$ cat src/ld_mem_pkg.sv
// ------------------------------------------------------------
// Memory side constants of the ciphertext load engine
// Address and data widths, page geometry, burst length limits
// ------------------------------------------------------------

`default_nettype none

package ld_mem_pkg;

  // ------------------------------------------------------------
  // Bus widths
  // ------------------------------------------------------------
  localparam int MEM_ADDR_W       = 32;
  // Two 32-bit coefficient slots per word
  localparam int MEM_DATA_W       = 64;
  localparam int MEM_DATA_BYTES   = 8;
  localparam int MEM_DATA_BYTES_W = $clog2(MEM_DATA_BYTES);

  // ------------------------------------------------------------
  // Page geometry
  // ------------------------------------------------------------
  // A read burst never crosses a page
  localparam int PAGE_BYTES       = 64;
  localparam int PAGE_BYTES_W     = $clog2(PAGE_BYTES);
  localparam int PAGE_WORDS       = PAGE_BYTES / MEM_DATA_BYTES;

  // Burst length field, words minus one
  localparam int MEM_LEN_W        = 8;
  localparam int MEM_LEN_MAX      = 255;

endpackage

`default_nettype wire

$ cat src/ld_regf_pkg.sv
// ------------------------------------------------------------
// Register file side constants and command field widths
// ------------------------------------------------------------

`default_nettype none

package ld_regf_pkg;

  // Kept coefficient width after truncation
  localparam int MOD_Q_W      = 16;
  // Coefficient slot width in memory
  localparam int COEF_SLOT_W  = 32;
  // Coefficients per register file word
  localparam int REGF_COEF_NB = 2;

  // Command fields
  localparam int REGID_W      = 6;
  localparam int CID_W        = 8;

  // Word address inside one register
  localparam int REGF_WORD_W  = 6;

endpackage

`default_nettype wire

$ cat src/ld_fifo.sv
// ------------------------------------------------------------
// Valid/ready FIFO, circular buffer with a typed payload
// ------------------------------------------------------------

`timescale 1ns/1ps
`default_nettype none

module ld_fifo #(
  parameter type payload_t = logic,
  parameter int  DEPTH     = 4
) (
  input  logic     clk,
  input  logic     s_rst_n,

  input  payload_t in_data,
  input  logic     in_vld,
  output logic     in_rdy,

  output payload_t out_data,
  output logic     out_vld,
  input  logic     out_rdy
);

  localparam int PTR_W = (DEPTH > 1) ? $clog2(DEPTH) : 1;
  localparam int CNT_W = $clog2(DEPTH + 1);

  payload_t         mem [DEPTH];
  logic [PTR_W-1:0] wr_ptr;
  logic [PTR_W-1:0] rd_ptr;
  logic [CNT_W-1:0] count;
  logic             push;
  logic             pop;

  assign in_rdy   = (count != CNT_W'(DEPTH));
  assign out_vld  = (count != '0);
  assign push     = in_vld & in_rdy;
  assign pop      = out_vld & out_rdy;
  // Head entry straight from the storage registers
  assign out_data = mem[rd_ptr];

  always_ff @(posedge clk) begin
    if (!s_rst_n) begin
      wr_ptr <= '0;
      rd_ptr <= '0;
      count  <= '0;
    end else begin
      if (push) begin
        wr_ptr <= (wr_ptr == PTR_W'(DEPTH - 1)) ? '0 : wr_ptr + 1'b1;
      end
      if (pop) begin
        rd_ptr <= (rd_ptr == PTR_W'(DEPTH - 1)) ? '0 : rd_ptr + 1'b1;
      end
      count <= count + CNT_W'(push) - CNT_W'(pop);
    end
  end

  always_ff @(posedge clk) begin
    if (push) begin
      mem[wr_ptr] <= in_data;
    end
  end

endmodule

`default_nettype wire

$ cat src/ld_cfg_regs.sv
// ------------------------------------------------------------
// Base and stride configuration registers
// Ciphertext start address from its index
// ------------------------------------------------------------

`timescale 1ns/1ps
`default_nettype none

module ld_cfg_regs
  import ld_mem_pkg::*;
  import ld_regf_pkg::*;
(
  input  logic                  clk,
  input  logic                  s_rst_n,

  input  logic                  cfg_wr_vld,
  input  logic                  cfg_wr_sel,
  input  logic [MEM_ADDR_W-1:0] cfg_wr_data,

  input  logic [CID_W-1:0]      cid,
  output logic [MEM_ADDR_W-1:0] ct_start_addr
);

  logic [MEM_ADDR_W-1:0] base_addr;
  logic [MEM_ADDR_W-1:0] stride;

  // sel 0 writes the base, sel 1 the stride
  always_ff @(posedge clk) begin
    if (!s_rst_n) begin
      base_addr <= '0;
      stride    <= '0;
    end else if (cfg_wr_vld) begin
      if (cfg_wr_sel) begin
        stride <= cfg_wr_data;
      end else begin
        base_addr <= cfg_wr_data;
      end
    end
  end

  assign ct_start_addr = base_addr + MEM_ADDR_W'(cid) * stride;

endmodule

`default_nettype wire

$ cat src/ld_rd_req.sv
// ------------------------------------------------------------
// Command queue and page bounded read burst generation
// Reception queue of reg ids awaiting their data
// ------------------------------------------------------------

`timescale 1ns/1ps
`default_nettype none

module ld_rd_req
  import ld_mem_pkg::*;
  import ld_regf_pkg::*;
#(
  parameter int WORD_PER_BLWE   = 10,
  parameter int INST_FIFO_DEPTH = 4
) (
  input  logic                  clk,
  input  logic                  s_rst_n,

  input  logic                  cmd_vld,
  output logic                  cmd_rdy,
  input  logic [CID_W-1:0]      cmd_cid,
  input  logic [REGID_W-1:0]    cmd_reg_id,

  output logic [CID_W-1:0]      head_cid,
  input  logic [MEM_ADDR_W-1:0] ct_start_addr,

  output logic                  ar_vld,
  input  logic                  ar_rdy,
  output logic [MEM_ADDR_W-1:0] ar_addr,
  output logic [MEM_LEN_W-1:0]  ar_len,

  output logic                  rid_vld,
  input  logic                  rid_rdy,
  output logic [REGID_W-1:0]    rid_reg_id
);

  localparam int RCP_FIFO_DEPTH = 8;
  localparam int WCNT_W         = $clog2(WORD_PER_BLWE + 1);
  localparam int NB_W           = MEM_LEN_W + 1;

  typedef struct packed {
    logic [CID_W-1:0]   cid;
    logic [REGID_W-1:0] reg_id;
  } ld_cmd_t;

  ld_cmd_t               cmd_in;
  ld_cmd_t               q_cmd;
  logic                  q_vld;
  logic                  q_rdy;
  logic                  rcp_in_vld;
  logic                  rcp_in_rdy;

  logic                  first_burst;
  logic [WCNT_W-1:0]     words_rem;
  logic [MEM_ADDR_W-1:0] run_addr;
  logic [MEM_ADDR_W-1:0] burst_addr;
  logic [NB_W-1:0]       page_rem;
  logic [NB_W-1:0]       burst_nb;
  logic                  last_burst;
  logic                  stage_free;
  logic                  issue;

  assign cmd_in = '{cid: cmd_cid, reg_id: cmd_reg_id};

  ld_fifo #(
    .payload_t (ld_cmd_t),
    .DEPTH     (INST_FIFO_DEPTH)
  ) i_cmd_fifo (
    .clk      (clk),
    .s_rst_n  (s_rst_n),
    .in_data  (cmd_in),
    .in_vld   (cmd_vld),
    .in_rdy   (cmd_rdy),
    .out_data (q_cmd),
    .out_vld  (q_vld),
    .out_rdy  (q_rdy)
  );

  assign head_cid = q_cmd.cid;

  // ------------------------------------------------------------
  // Burst sizing
  // ------------------------------------------------------------
  // Start address only matters on the first burst of a command
  assign burst_addr = first_burst ? ct_start_addr : run_addr;
  assign page_rem   = NB_W'(PAGE_WORDS)
                    - NB_W'(burst_addr[PAGE_BYTES_W-1:MEM_DATA_BYTES_W]);
  assign burst_nb   = (32'(words_rem) < 32'(page_rem)) ? NB_W'(words_rem) : page_rem;
  assign last_burst = (32'(words_rem) == 32'(burst_nb));

  // Output stage takes a new burst when empty or draining
  assign stage_free = ~ar_vld | ar_rdy;
  // Reg id goes to the reception queue with the first burst
  assign rcp_in_vld = q_vld & first_burst & stage_free;
  assign issue      = q_vld & stage_free & (~first_burst | rcp_in_rdy);
  assign q_rdy      = issue & last_burst;

  always_ff @(posedge clk) begin
    if (!s_rst_n) begin
      first_burst <= 1'b1;
      words_rem   <= WCNT_W'(WORD_PER_BLWE);
      ar_vld      <= 1'b0;
    end else begin
      if (issue) begin
        first_burst <= last_burst;
        words_rem   <= last_burst ? WCNT_W'(WORD_PER_BLWE) : words_rem - WCNT_W'(burst_nb);
        ar_vld      <= 1'b1;
      end else if (ar_rdy) begin
        ar_vld <= 1'b0;
      end
    end
  end

  always_ff @(posedge clk) begin
    if (issue) begin
      run_addr <= burst_addr + (MEM_ADDR_W'(burst_nb) << MEM_DATA_BYTES_W);
      ar_addr  <= burst_addr;
      ar_len   <= MEM_LEN_W'(burst_nb - 1'b1);
    end
  end

  ld_fifo #(
    .payload_t (logic [REGID_W-1:0]),
    .DEPTH     (RCP_FIFO_DEPTH)
  ) i_rcp_fifo (
    .clk      (clk),
    .s_rst_n  (s_rst_n),
    .in_data  (q_cmd.reg_id),
    .in_vld   (rcp_in_vld),
    .in_rdy   (rcp_in_rdy),
    .out_data (rid_reg_id),
    .out_vld  (rid_vld),
    .out_rdy  (rid_rdy)
  );

endmodule

`default_nettype wire

$ cat src/ld_regf_wr.sv
// ------------------------------------------------------------
// Coefficient truncation and register file word buffering
// Chunked register file requests, acknowledge counting
// ------------------------------------------------------------

`timescale 1ns/1ps
`default_nettype none

module ld_regf_wr
  import ld_mem_pkg::*;
  import ld_regf_pkg::*;
#(
  parameter int WORD_PER_BLWE   = 10,
  parameter int WORD_THRESHOLD  = 4,
  parameter int DATA_FIFO_DEPTH = 16
) (
  input  logic                                 clk,
  input  logic                                 s_rst_n,

  input  logic                                 rid_vld,
  output logic                                 rid_rdy,
  input  logic [REGID_W-1:0]                   rid_reg_id,

  input  logic                                 r_vld,
  output logic                                 r_rdy,
  input  logic [MEM_DATA_W-1:0]                r_data,

  output logic                                 wr_req_vld,
  input  logic                                 wr_req_rdy,
  output logic [REGID_W-1:0]                   wr_req_reg_id,
  output logic [REGF_WORD_W-1:0]               wr_req_start_word,
  output logic [REGF_WORD_W-1:0]               wr_req_word_nb_m1,

  output logic                                 wr_data_vld,
  input  logic                                 wr_data_rdy,
  output logic [REGF_COEF_NB-1:0][MOD_Q_W-1:0] wr_data,

  input  logic                                 wr_ack,
  output logic                                 cmd_ack
);

  localparam int REQ_NB  = (WORD_PER_BLWE + WORD_THRESHOLD - 1) / WORD_THRESHOLD;
  localparam int REQ_W   = (REQ_NB > 1) ? $clog2(REQ_NB) : 1;
  localparam int LAST_NB = WORD_PER_BLWE - (REQ_NB - 1) * WORD_THRESHOLD;
  // Enough for every reg id that may still wait for its requests
  localparam int AVAIL_W = $clog2(WORD_PER_BLWE * 9 + DATA_FIFO_DEPTH + 1);

  typedef logic [REGF_COEF_NB-1:0][MOD_Q_W-1:0] regf_word_t;

  regf_word_t             in_word;
  logic                   push;
  logic [AVAIL_W-1:0]     avail_cnt;
  logic [AVAIL_W-1:0]     chunk_nb;
  logic [REQ_W-1:0]       chunk_cnt;
  logic [REGF_WORD_W-1:0] start_word;
  logic                   last_chunk;
  logic                   enough;
  logic                   req_free;
  logic                   issue;
  logic [REQ_W-1:0]       ack_cnt;
  logic                   last_ack;

  // ------------------------------------------------------------
  // Data path
  // ------------------------------------------------------------
  // Keep the low MOD_Q_W bits of each slot
  always_comb begin
    for (int i = 0; i < REGF_COEF_NB; i++) begin
      in_word[i] = r_data[i*COEF_SLOT_W +: MOD_Q_W];
    end
  end

  ld_fifo #(
    .payload_t (regf_word_t),
    .DEPTH     (DATA_FIFO_DEPTH)
  ) i_data_fifo (
    .clk      (clk),
    .s_rst_n  (s_rst_n),
    .in_data  (in_word),
    .in_vld   (r_vld),
    .in_rdy   (r_rdy),
    .out_data (wr_data),
    .out_vld  (wr_data_vld),
    .out_rdy  (wr_data_rdy)
  );

  assign push = r_vld & r_rdy;

  // ------------------------------------------------------------
  // Request generation
  // ------------------------------------------------------------
  assign last_chunk = (chunk_cnt == REQ_W'(REQ_NB - 1));
  assign chunk_nb   = last_chunk ? AVAIL_W'(LAST_NB) : AVAIL_W'(WORD_THRESHOLD);
  assign enough     = (avail_cnt >= chunk_nb);
  assign req_free   = ~wr_req_vld | wr_req_rdy;
  assign issue      = rid_vld & enough & req_free;
  // Reg id leaves once its last chunk is requested
  assign rid_rdy    = issue & last_chunk;

  always_ff @(posedge clk) begin
    if (!s_rst_n) begin
      avail_cnt  <= '0;
      chunk_cnt  <= '0;
      start_word <= '0;
      wr_req_vld <= 1'b0;
    end else begin
      avail_cnt <= avail_cnt + AVAIL_W'(push) - (issue ? chunk_nb : '0);
      if (issue) begin
        chunk_cnt  <= last_chunk ? '0 : chunk_cnt + 1'b1;
        start_word <= last_chunk ? '0 : start_word + REGF_WORD_W'(WORD_THRESHOLD);
        wr_req_vld <= 1'b1;
      end else if (wr_req_rdy) begin
        wr_req_vld <= 1'b0;
      end
    end
  end

  always_ff @(posedge clk) begin
    if (issue) begin
      wr_req_reg_id     <= rid_reg_id;
      wr_req_start_word <= start_word;
      wr_req_word_nb_m1 <= REGF_WORD_W'(chunk_nb - 1'b1);
    end
  end

  // ------------------------------------------------------------
  // Acknowledge
  // ------------------------------------------------------------
  // REQ_NB acks close one command
  assign last_ack = (ack_cnt == REQ_W'(REQ_NB - 1));

  always_ff @(posedge clk) begin
    if (!s_rst_n) begin
      ack_cnt <= '0;
      cmd_ack <= 1'b0;
    end else begin
      if (wr_ack) begin
        ack_cnt <= last_ack ? '0 : ack_cnt + 1'b1;
      end
      cmd_ack <= wr_ack & last_ack;
    end
  end

endmodule

`default_nettype wire

$ cat src/blwe_load.sv
// ------------------------------------------------------------
// Ciphertext load engine top level
// Configuration, read request and register file write blocks
// ------------------------------------------------------------

`timescale 1ns/1ps
`default_nettype none

module blwe_load
  import ld_mem_pkg::*;
  import ld_regf_pkg::*;
#(
  parameter int WORD_PER_BLWE   = 10,
  parameter int WORD_THRESHOLD  = 4,
  parameter int INST_FIFO_DEPTH = 4,
  parameter int DATA_FIFO_DEPTH = 16
) (
  input  logic                                 clk,
  input  logic                                 s_rst_n,

  input  logic                                 cfg_wr_vld,
  input  logic                                 cfg_wr_sel,
  input  logic [MEM_ADDR_W-1:0]                cfg_wr_data,

  input  logic                                 cmd_vld,
  output logic                                 cmd_rdy,
  input  logic [CID_W-1:0]                     cmd_cid,
  input  logic [REGID_W-1:0]                   cmd_reg_id,
  output logic                                 cmd_ack,

  output logic                                 ar_vld,
  input  logic                                 ar_rdy,
  output logic [MEM_ADDR_W-1:0]                ar_addr,
  output logic [MEM_LEN_W-1:0]                 ar_len,

  // Burst ends follow from the word count, r_last is informative
  input  logic                                 r_vld,
  output logic                                 r_rdy,
  input  logic [MEM_DATA_W-1:0]                r_data,
  input  logic                                 r_last,

  output logic                                 wr_req_vld,
  input  logic                                 wr_req_rdy,
  output logic [REGID_W-1:0]                   wr_req_reg_id,
  output logic [REGF_WORD_W-1:0]               wr_req_start_word,
  output logic [REGF_WORD_W-1:0]               wr_req_word_nb_m1,

  output logic                                 wr_data_vld,
  input  logic                                 wr_data_rdy,
  output logic [REGF_COEF_NB-1:0][MOD_Q_W-1:0] wr_data,

  input  logic                                 wr_ack
);

  logic [CID_W-1:0]      head_cid;
  logic [MEM_ADDR_W-1:0] ct_start_addr;
  logic                  rid_vld;
  logic                  rid_rdy;
  logic [REGID_W-1:0]    rid_reg_id;

  ld_cfg_regs i_ld_cfg_regs (
    .clk           (clk),
    .s_rst_n       (s_rst_n),
    .cfg_wr_vld    (cfg_wr_vld),
    .cfg_wr_sel    (cfg_wr_sel),
    .cfg_wr_data   (cfg_wr_data),
    .cid           (head_cid),
    .ct_start_addr (ct_start_addr)
  );

  ld_rd_req #(
    .WORD_PER_BLWE   (WORD_PER_BLWE),
    .INST_FIFO_DEPTH (INST_FIFO_DEPTH)
  ) i_ld_rd_req (
    .clk           (clk),
    .s_rst_n       (s_rst_n),
    .cmd_vld       (cmd_vld),
    .cmd_rdy       (cmd_rdy),
    .cmd_cid       (cmd_cid),
    .cmd_reg_id    (cmd_reg_id),
    .head_cid      (head_cid),
    .ct_start_addr (ct_start_addr),
    .ar_vld        (ar_vld),
    .ar_rdy        (ar_rdy),
    .ar_addr       (ar_addr),
    .ar_len        (ar_len),
    .rid_vld       (rid_vld),
    .rid_rdy       (rid_rdy),
    .rid_reg_id    (rid_reg_id)
  );

  ld_regf_wr #(
    .WORD_PER_BLWE   (WORD_PER_BLWE),
    .WORD_THRESHOLD  (WORD_THRESHOLD),
    .DATA_FIFO_DEPTH (DATA_FIFO_DEPTH)
  ) i_ld_regf_wr (
    .clk               (clk),
    .s_rst_n           (s_rst_n),
    .rid_vld           (rid_vld),
    .rid_rdy           (rid_rdy),
    .rid_reg_id        (rid_reg_id),
    .r_vld             (r_vld),
    .r_rdy             (r_rdy),
    .r_data            (r_data),
    .wr_req_vld        (wr_req_vld),
    .wr_req_rdy        (wr_req_rdy),
    .wr_req_reg_id     (wr_req_reg_id),
    .wr_req_start_word (wr_req_start_word),
    .wr_req_word_nb_m1 (wr_req_word_nb_m1),
    .wr_data_vld       (wr_data_vld),
    .wr_data_rdy       (wr_data_rdy),
    .wr_data           (wr_data),
    .wr_ack            (wr_ack),
    .cmd_ack           (cmd_ack)
  );

endmodule

`default_nettype wire

$ cat config.mk
export PLATFORM = sky130hd
export DESIGN_NAME = blwe_load
export DESIGN_NICKNAME = d
export VERILOG_FILES = /design/src/ld_mem_pkg.sv /design/src/ld_regf_pkg.sv /design/src/ld_fifo.sv /design/src/ld_cfg_regs.sv /design/src/ld_rd_req.sv /design/src/ld_regf_wr.sv /design/src/blwe_load.sv
export SDC_FILE = /design/constraint.sdc
export NUM_CORES = 1
export LEC_CHECK = 0
export BUFFER_PORTS_ARGS = -buffer_cell sky130_fd_sc_hd__buf_2
export CAP_MARGIN = 20
export CORE_ASPECT_RATIO = 1.2
export CORE_MARGIN = 3
export CORE_UTILIZATION = 47
export CTS_BUF_LIST = sky130_fd_sc_hd__clkbuf_8
export CTS_CLUSTER_SIZE = 20
export DETAILED_ROUTE_END_ITERATION = 8
export PLACE_DENSITY_LB_ADDON = 0.08
export SYNTH_ARGS = -nofsm -noshare
export SYNTH_HDL_FRONTEND = slang
export SYNTH_HIERARCHICAL = 1
export SYNTH_SLANG_ARGS = --single-unit
$ cat constraint.sdc
create_clock -name clk -period 24.3 [get_ports clk]
set_input_delay 7.29 -clock clk [delete_from_list [all_inputs] [get_ports clk]]
set_output_delay 7.29 -clock clk [all_outputs]
set_load 0.005 [all_outputs]
**Word-level counts from Yosys, hierarchy flattened**

Memory sizes are Yosys's and may differ from the RTL's. A register that Yosys moved wholly into a read port is not among the register bits.
Cells that the tools add are included.

- Bits of input ports: 121
- Logic and storage cells: 123
- Bits in registers: 203
- RAM bits: 616
- Output and inout port bits: 96
- Memories kept: 3

- Bitwise operators: 22
- Reductions and logical operators: 7
- Multiply operators: 1
- Multiplexer cells: 28
- Order comparisons: 2
- $add $sub $neg: 23
- Equality and inequality tests: 12

Memory list:

| memory | depth | bits a word | rd ports | clocked after memory_dff | write ports | RTL line | source |
|---|---|---|---|---|---|---|---|
| i_ld_regf_wr.i_data_fifo.mem | 16 | 32 | 1 | 1 | 1 | ld_fifo.sv:27 | `payload_t mem [DEPTH];` |
| i_ld_rd_req.i_cmd_fifo.mem | 4 | 14 | 1 | 1 | 1 | ld_fifo.sv:27 |  |
| i_ld_rd_req.i_rcp_fifo.mem | 8 | 6 | 1 | 1 | 1 | ld_fifo.sv:27 |  |

Operator list:

| kind | count |
|---|---|
| $add A32 B12 Y32 | 1 |
| $add A32 B32 Y32 | 1 |
| $mul A8 B32 Y32 | 1 |
| $mux W32 | 1 |
| $mux W4 | 5 |
| $and A1 B1 Y1 | 15 |
| $mux W2 | 6 |
| $mux W1 | 10 |
| $eq A4 B9 Y1 | 1 |
| $lt A4 B9 Y1 | 1 |
| $mux W3 | 3 |
| $mux W9 | 1 |
| $add A2 B1 Y2 const B | 4 |
| $add A4 B1 Y4 const B | 2 |
| $eq A2 B2 Y1 const B | 4 |
| $eq A4 B4 Y1 const B | 2 |
| $sub A8 B1 Y8 const B | 1 |
| $add A7 B1 Y7 | 1 |
| $ge A7 B7 Y1 | 1 |
| $mux W7 | 1 |
| $sub A7 B7 Y7 | 1 |
| $add A3 B1 Y3 const B | 2 |
| $add A6 B3 Y6 const B | 1 |
| $eq A3 B3 Y1 const B | 2 |
| other kinds (20) | 27 |

**Depth between registers and ports, before layout**

- Depth after elaboration: 11
- Depth in mapped cells: 39

**Modules after synthesis**

Netlist, hierarchy kept.

Modules (own cells, without submodules):

| module | times used | sequential area each (um2) | area an instance (um2) | cells an instance |
|---|---|---|---|---|
| ld_fifo at i_ld_regf_wr.i_data_fifo | 1 | 15715.1 | 20051.7 | 893 |
| ld_cfg_regs | 1 | 1281.2 | 10054.6 | 1183 |
| ld_rd_req | 1 | 2162.1 | 3871.2 | 305 |
| ld_fifo at i_ld_rd_req.i_rcp_fifo | 1 | 1701.6 | 2547.4 | 149 |
| ld_fifo at i_ld_rd_req.i_cmd_fifo | 1 | 1861.8 | 2508.7 | 127 |
| ld_regf_wr | 1 | 670.6 | 1476.4 | 141 |

**Worst setup path before layout**

No wires, ideal clock.

- Kind: input-to-reg
- Start point: input wr_req_rdy
- End point: register i_ld_regf_wr.avail_cnt[6]
- Stages on the path: 11
- Required time: 24.172 ns
- Arrival: 9.518 ns
- Path slack: 14.655 ns
- Setup time: 0.128 ns
- Path buffers: 0
- Cell sequence: nand2b_1 > nand2_1 > nor2_1 > nand2_1 > ha_1 > ha_1 > nor2b_1 > o21ai_0 > a21oi_1 > mux2i_1 > nand4_1

- Cells in the longest elaborated chain, start to end: 4

RTL lines:

| element | RTL line | source |
|---|---|---|
| start: declaration | blwe_load.sv:43 | `input logic wr_req_rdy,` |
| $or A1 B1 Y1 | ld_regf_wr.sv:95 | `assign req_free = ~wr_req_vld \| wr_req_rdy;` |
| $and A1 B1 Y1 | ld_regf_wr.sv:96 | `assign issue = rid_vld & enough & req_free;` |
| via i_ld_regf_wr.issue | ld_regf_wr.sv:59 | `logic issue;` |
| $mux W7 | ld_regf_wr.sv:107 | `avail_cnt <= avail_cnt + AVAIL_W'(push) - (issue ? chunk_nb : '0);` |
| $sub A7 B7 Y7 | ld_regf_wr.sv:107 |  |
| end signal: assignment | ld_regf_wr.sv:107 |  |
| end: declaration | ld_regf_wr.sv:52 | `logic [AVAIL_W-1:0] avail_cnt;` |

The timed path passes the listed nets, and every way through them passes these cells.
A chain may end at the register's enable or synchronous reset.

==> out/results.ini <==
[status]
outcome = finished, final reports clean

[logic_synthesis]
synth.distinct_cells = 91
syn_area_um2 = 40500
ys_top_cells_by_area = edfxtp_1 52%, fa_1 9.4%, mux4_2 7.9%, dfxtp_1 6.2%, ha_1 3.1%
seq_area_frac_synth = 0.577
synth_top_area_share = 0.515
yosys.area.top_type = edfxtp_1
synth_edf_count = 695
syn-instance-count = 2798
synth.ff_latch_count = 821
yosysWarnings = 6
async_reset_ff_frac = 0
yosys_most_used_dff = edfxtp_1
syn_avg_cell_area_um2 = 14.5

[clock_tree]
clk_path_buf_depth = 3
cts_tree = done
path_clk_slew_ns = 0.06
cts_resized = 0
cts_hold_buffers = 0
htree_levels = 4
clk_latency_ns = 0.78
cts_setup_buffers = 0
numCtsBuffers = 137
ctsRootBufferMaster = clkbuf_8
clock_sinks = 821

[drt]
dr.first_iter.drc_count = 1466
drcViolationCount = 0
wire_per_inst_um = 21.7
drtPass1Iterations = 5
via_count = 23100
via_per_inst = 5.41
routed_wl_um = 92500
ant_nets = 0

[min_path]
hp-class = reg2reg

[pwr]
power_leakage_nw = 17.1
ir_worst_vdd_mv = 0.0536
power_density_nw_per_um2 = 92.2
power_mw = 4.15

[sta]
finalHoldViolCount = 0
fin_crit_ns = 11.17
fmax_mhz = 89.5
worstMarginPinSlew_ns = 1.03
rsz0062_at_grt = false
holdWs_ns = 0.463
relSlewSlack = 0.313
finalSetupViolations = 0
finalClockSkew_ns = 0.0359
finalSetupTns_ns = 0
fin_crit_sh = 0.460
drv_slew = 0

[critical_path]
required_ns = 17.01
worstReg2RegEnd = i_ld_rd_req/i_cmd_fifo/count[2]
regToRegSetupSlack_ns = 15.14
cp_data_arrival_time_ns = 3.88
end_kind = primary output
reg2reg_depth = 36
start_kind = flip-flop
critPathMaxFanout = 60
critPathCapture = wr_data[1]
critPathKind = reg2out

[cells_and_area]
syn_to_final_growth_pct = 11.3
final_area_um2 = 45100
final_util = 0.529
nets = 3441
layout-drive-gt1-share = 0.196
final.fill_count = 7252

[place]
dpl.hpwl_um = 57200
io_buffers = 176
placed_area_um2 = 42500
gp_congestion = 0.824

[floorplanning]
die_w_um = 274
die_area_um2 = 89800
fp-row-count = 117
core_area_um2 = 85200
io_pins = 217
start_util = 0.475
die_h_um = 328

[grt]
gr-total-overflow = 0
grt_usage = 0.213
antenna_found_initial = 20
grt_first_pass_wirelength_um = 144000
grt_pass1_vias = 25000
grt_max_degree = 82

[flow_run]
drv_cap = 0

layout by cell type (no fill, tap or decap), types with 9 or more instances in the layout:
master    netlist  layout
a21boi_0       72      72
a21o_1         17      17
a21oi_1        38      38
a22oi_1        64      64
and2_1        180     168
and2_2          0      12
and3_2          5       9
buf_2          13     176
buf_4          23      35
clkbuf_8        0     142
clkinv_1        0      26
clkinv_2        0      11
dfxtp_1       126     123
diode_2         0      13
edfxtp_1      695     695
fa_1          191     191
ha_1           99      99
inv_1         308     347
mux2_2         29      29
mux2i_1        16      16
mux4_1         12      12
mux4_2        142     142
nand2_1       306     306
nand2b_1       19      18
nand3_1        32      32
nand4_1        12      12
nor2_1         52      51
nor2b_1        12       9
nor3_1         16      16
o21ai_0        36      36
xnor2_1        50      50
xor2_1         19      19
critical path, cell delays in order, from the launching register on:
cell and delay, ns:
dfxtp_4 0.47, buf_4 0.77, buf_4 0.84, mux4_2 0.42, a22oi_1 0.24, nand2_1 0.15, buf_2 0.15
through the flow:
stage | std cells | worst slack [ns]
2_1_floorplan | 2803 | 14.65
3_3_place_gp | 4019 | 13.87
3_5_place_dp | 4019 | 13.86
4_1_cts | 4254 | 12.99
5_1_grt | 4259 | 12.85
6_report | 4269 | 13.13
final cells by class:
class	instances	area, µm²	area share
Antenna cell	13	32.5	0.000722
Clock buffer	142	1950	0.0434
Clock inverter	93	520	0.0115
Inverter	309	1160	0.0258
Multi-Input combinational cell	1549	15400	0.342
Sequential cell	821	23400	0.519
Tap cell	1130	1410	0.0314
Timing Repair Buffer	212	1170	0.0260
flip-flops by register name (all words and copies together), names as in the netlist, 29 cells and up, named ones only:
signal / cells
i_ld_rd_req/run_addr: 29
i_ld_regf_wr/i_data_fifo/mem: 512
i_ld_cfg_regs/base_addr: 32
i_ld_rd_req/ar_addr: 32
i_ld_rd_req/i_cmd_fifo/mem: 56
i_ld_cfg_regs/stride: 32
i_ld_rd_req/i_rcp_fifo/mem: 48
how the worst min path moves through the flow:
stage / startpoint / to / cells after the start
after detailed placement: i_ld_cfg_regs/base_addr[4] / i_ld_cfg_regs/base_addr[4] / 2
final: i_ld_cfg_regs/base_addr[4] / i_ld_cfg_regs/base_addr[4] / 2
after CTS: i_ld_cfg_regs/base_addr[4] / i_ld_cfg_regs/base_addr[4] / 2
after global placement: i_ld_cfg_regs/base_addr[2] / i_ld_cfg_regs/base_addr[2] / 2
after floorplan: i_ld_regf_wr/start_word[5] / i_ld_regf_wr/wr_req_start_word[5] / 0
after global routing: i_ld_cfg_regs/base_addr[4] / i_ld_cfg_regs/base_addr[4] / 2
cells in the mapped netlist (all sizes together), types with 4 or more instances:
library cell,number
a22oi,64
o21bai,7
mux2i,16
a21o,18
o21ai,39
a31oi,5
clkbuf,74
mux2,29
ha,99
xnor2,51
a21oi,38
edfxtp,695
nand2b,19
buf,50
dfxtp,126
nor2,52
nand4,13
nand4b,8
fa,191
xor2,19
nand3,34
nor4,4
mux4,154
nand3b,4
nand2,308
o31ai,4
and3,15
nor3,17
a211oi,8
or3,5
and2,181
a21boi,72
inv,309
o211ai,6
nor2b,12
per-layer routing:
metal	GRT usage	vias up	share of wire
li1	-	10500	-
met2	0.376	528	0.52
met5	0	-	0.00072
met4	0.0690	10	0.025
met1	0.259	11900	0.40
met3	0.0454	158	0.055
cells by family after synthesis:
group / after synthesis / share of synthesized area
muxes: 199 / 0.0987
adders and majority gates: 290 / 0.125
DFF: 821 / 0.577
other: 2 / 0.000185
xor gates and xnor gates: 70 / 0.0156
AOI/OAI and AO/OA: 293 / 0.0535
buffers and inverters: 433 / 0.0435
and+or+nand+nor: 690 / 0.0860
where the power goes:
group / internal, mW / switching [mW]
Combinational: 0.517 / 0.701
Clock: 0.576 / 0.546
Sequential: 1.74 / 0.0764
Total: 2.83 / 1.32
No activity file was read; power rests on OpenSTA's default activity.
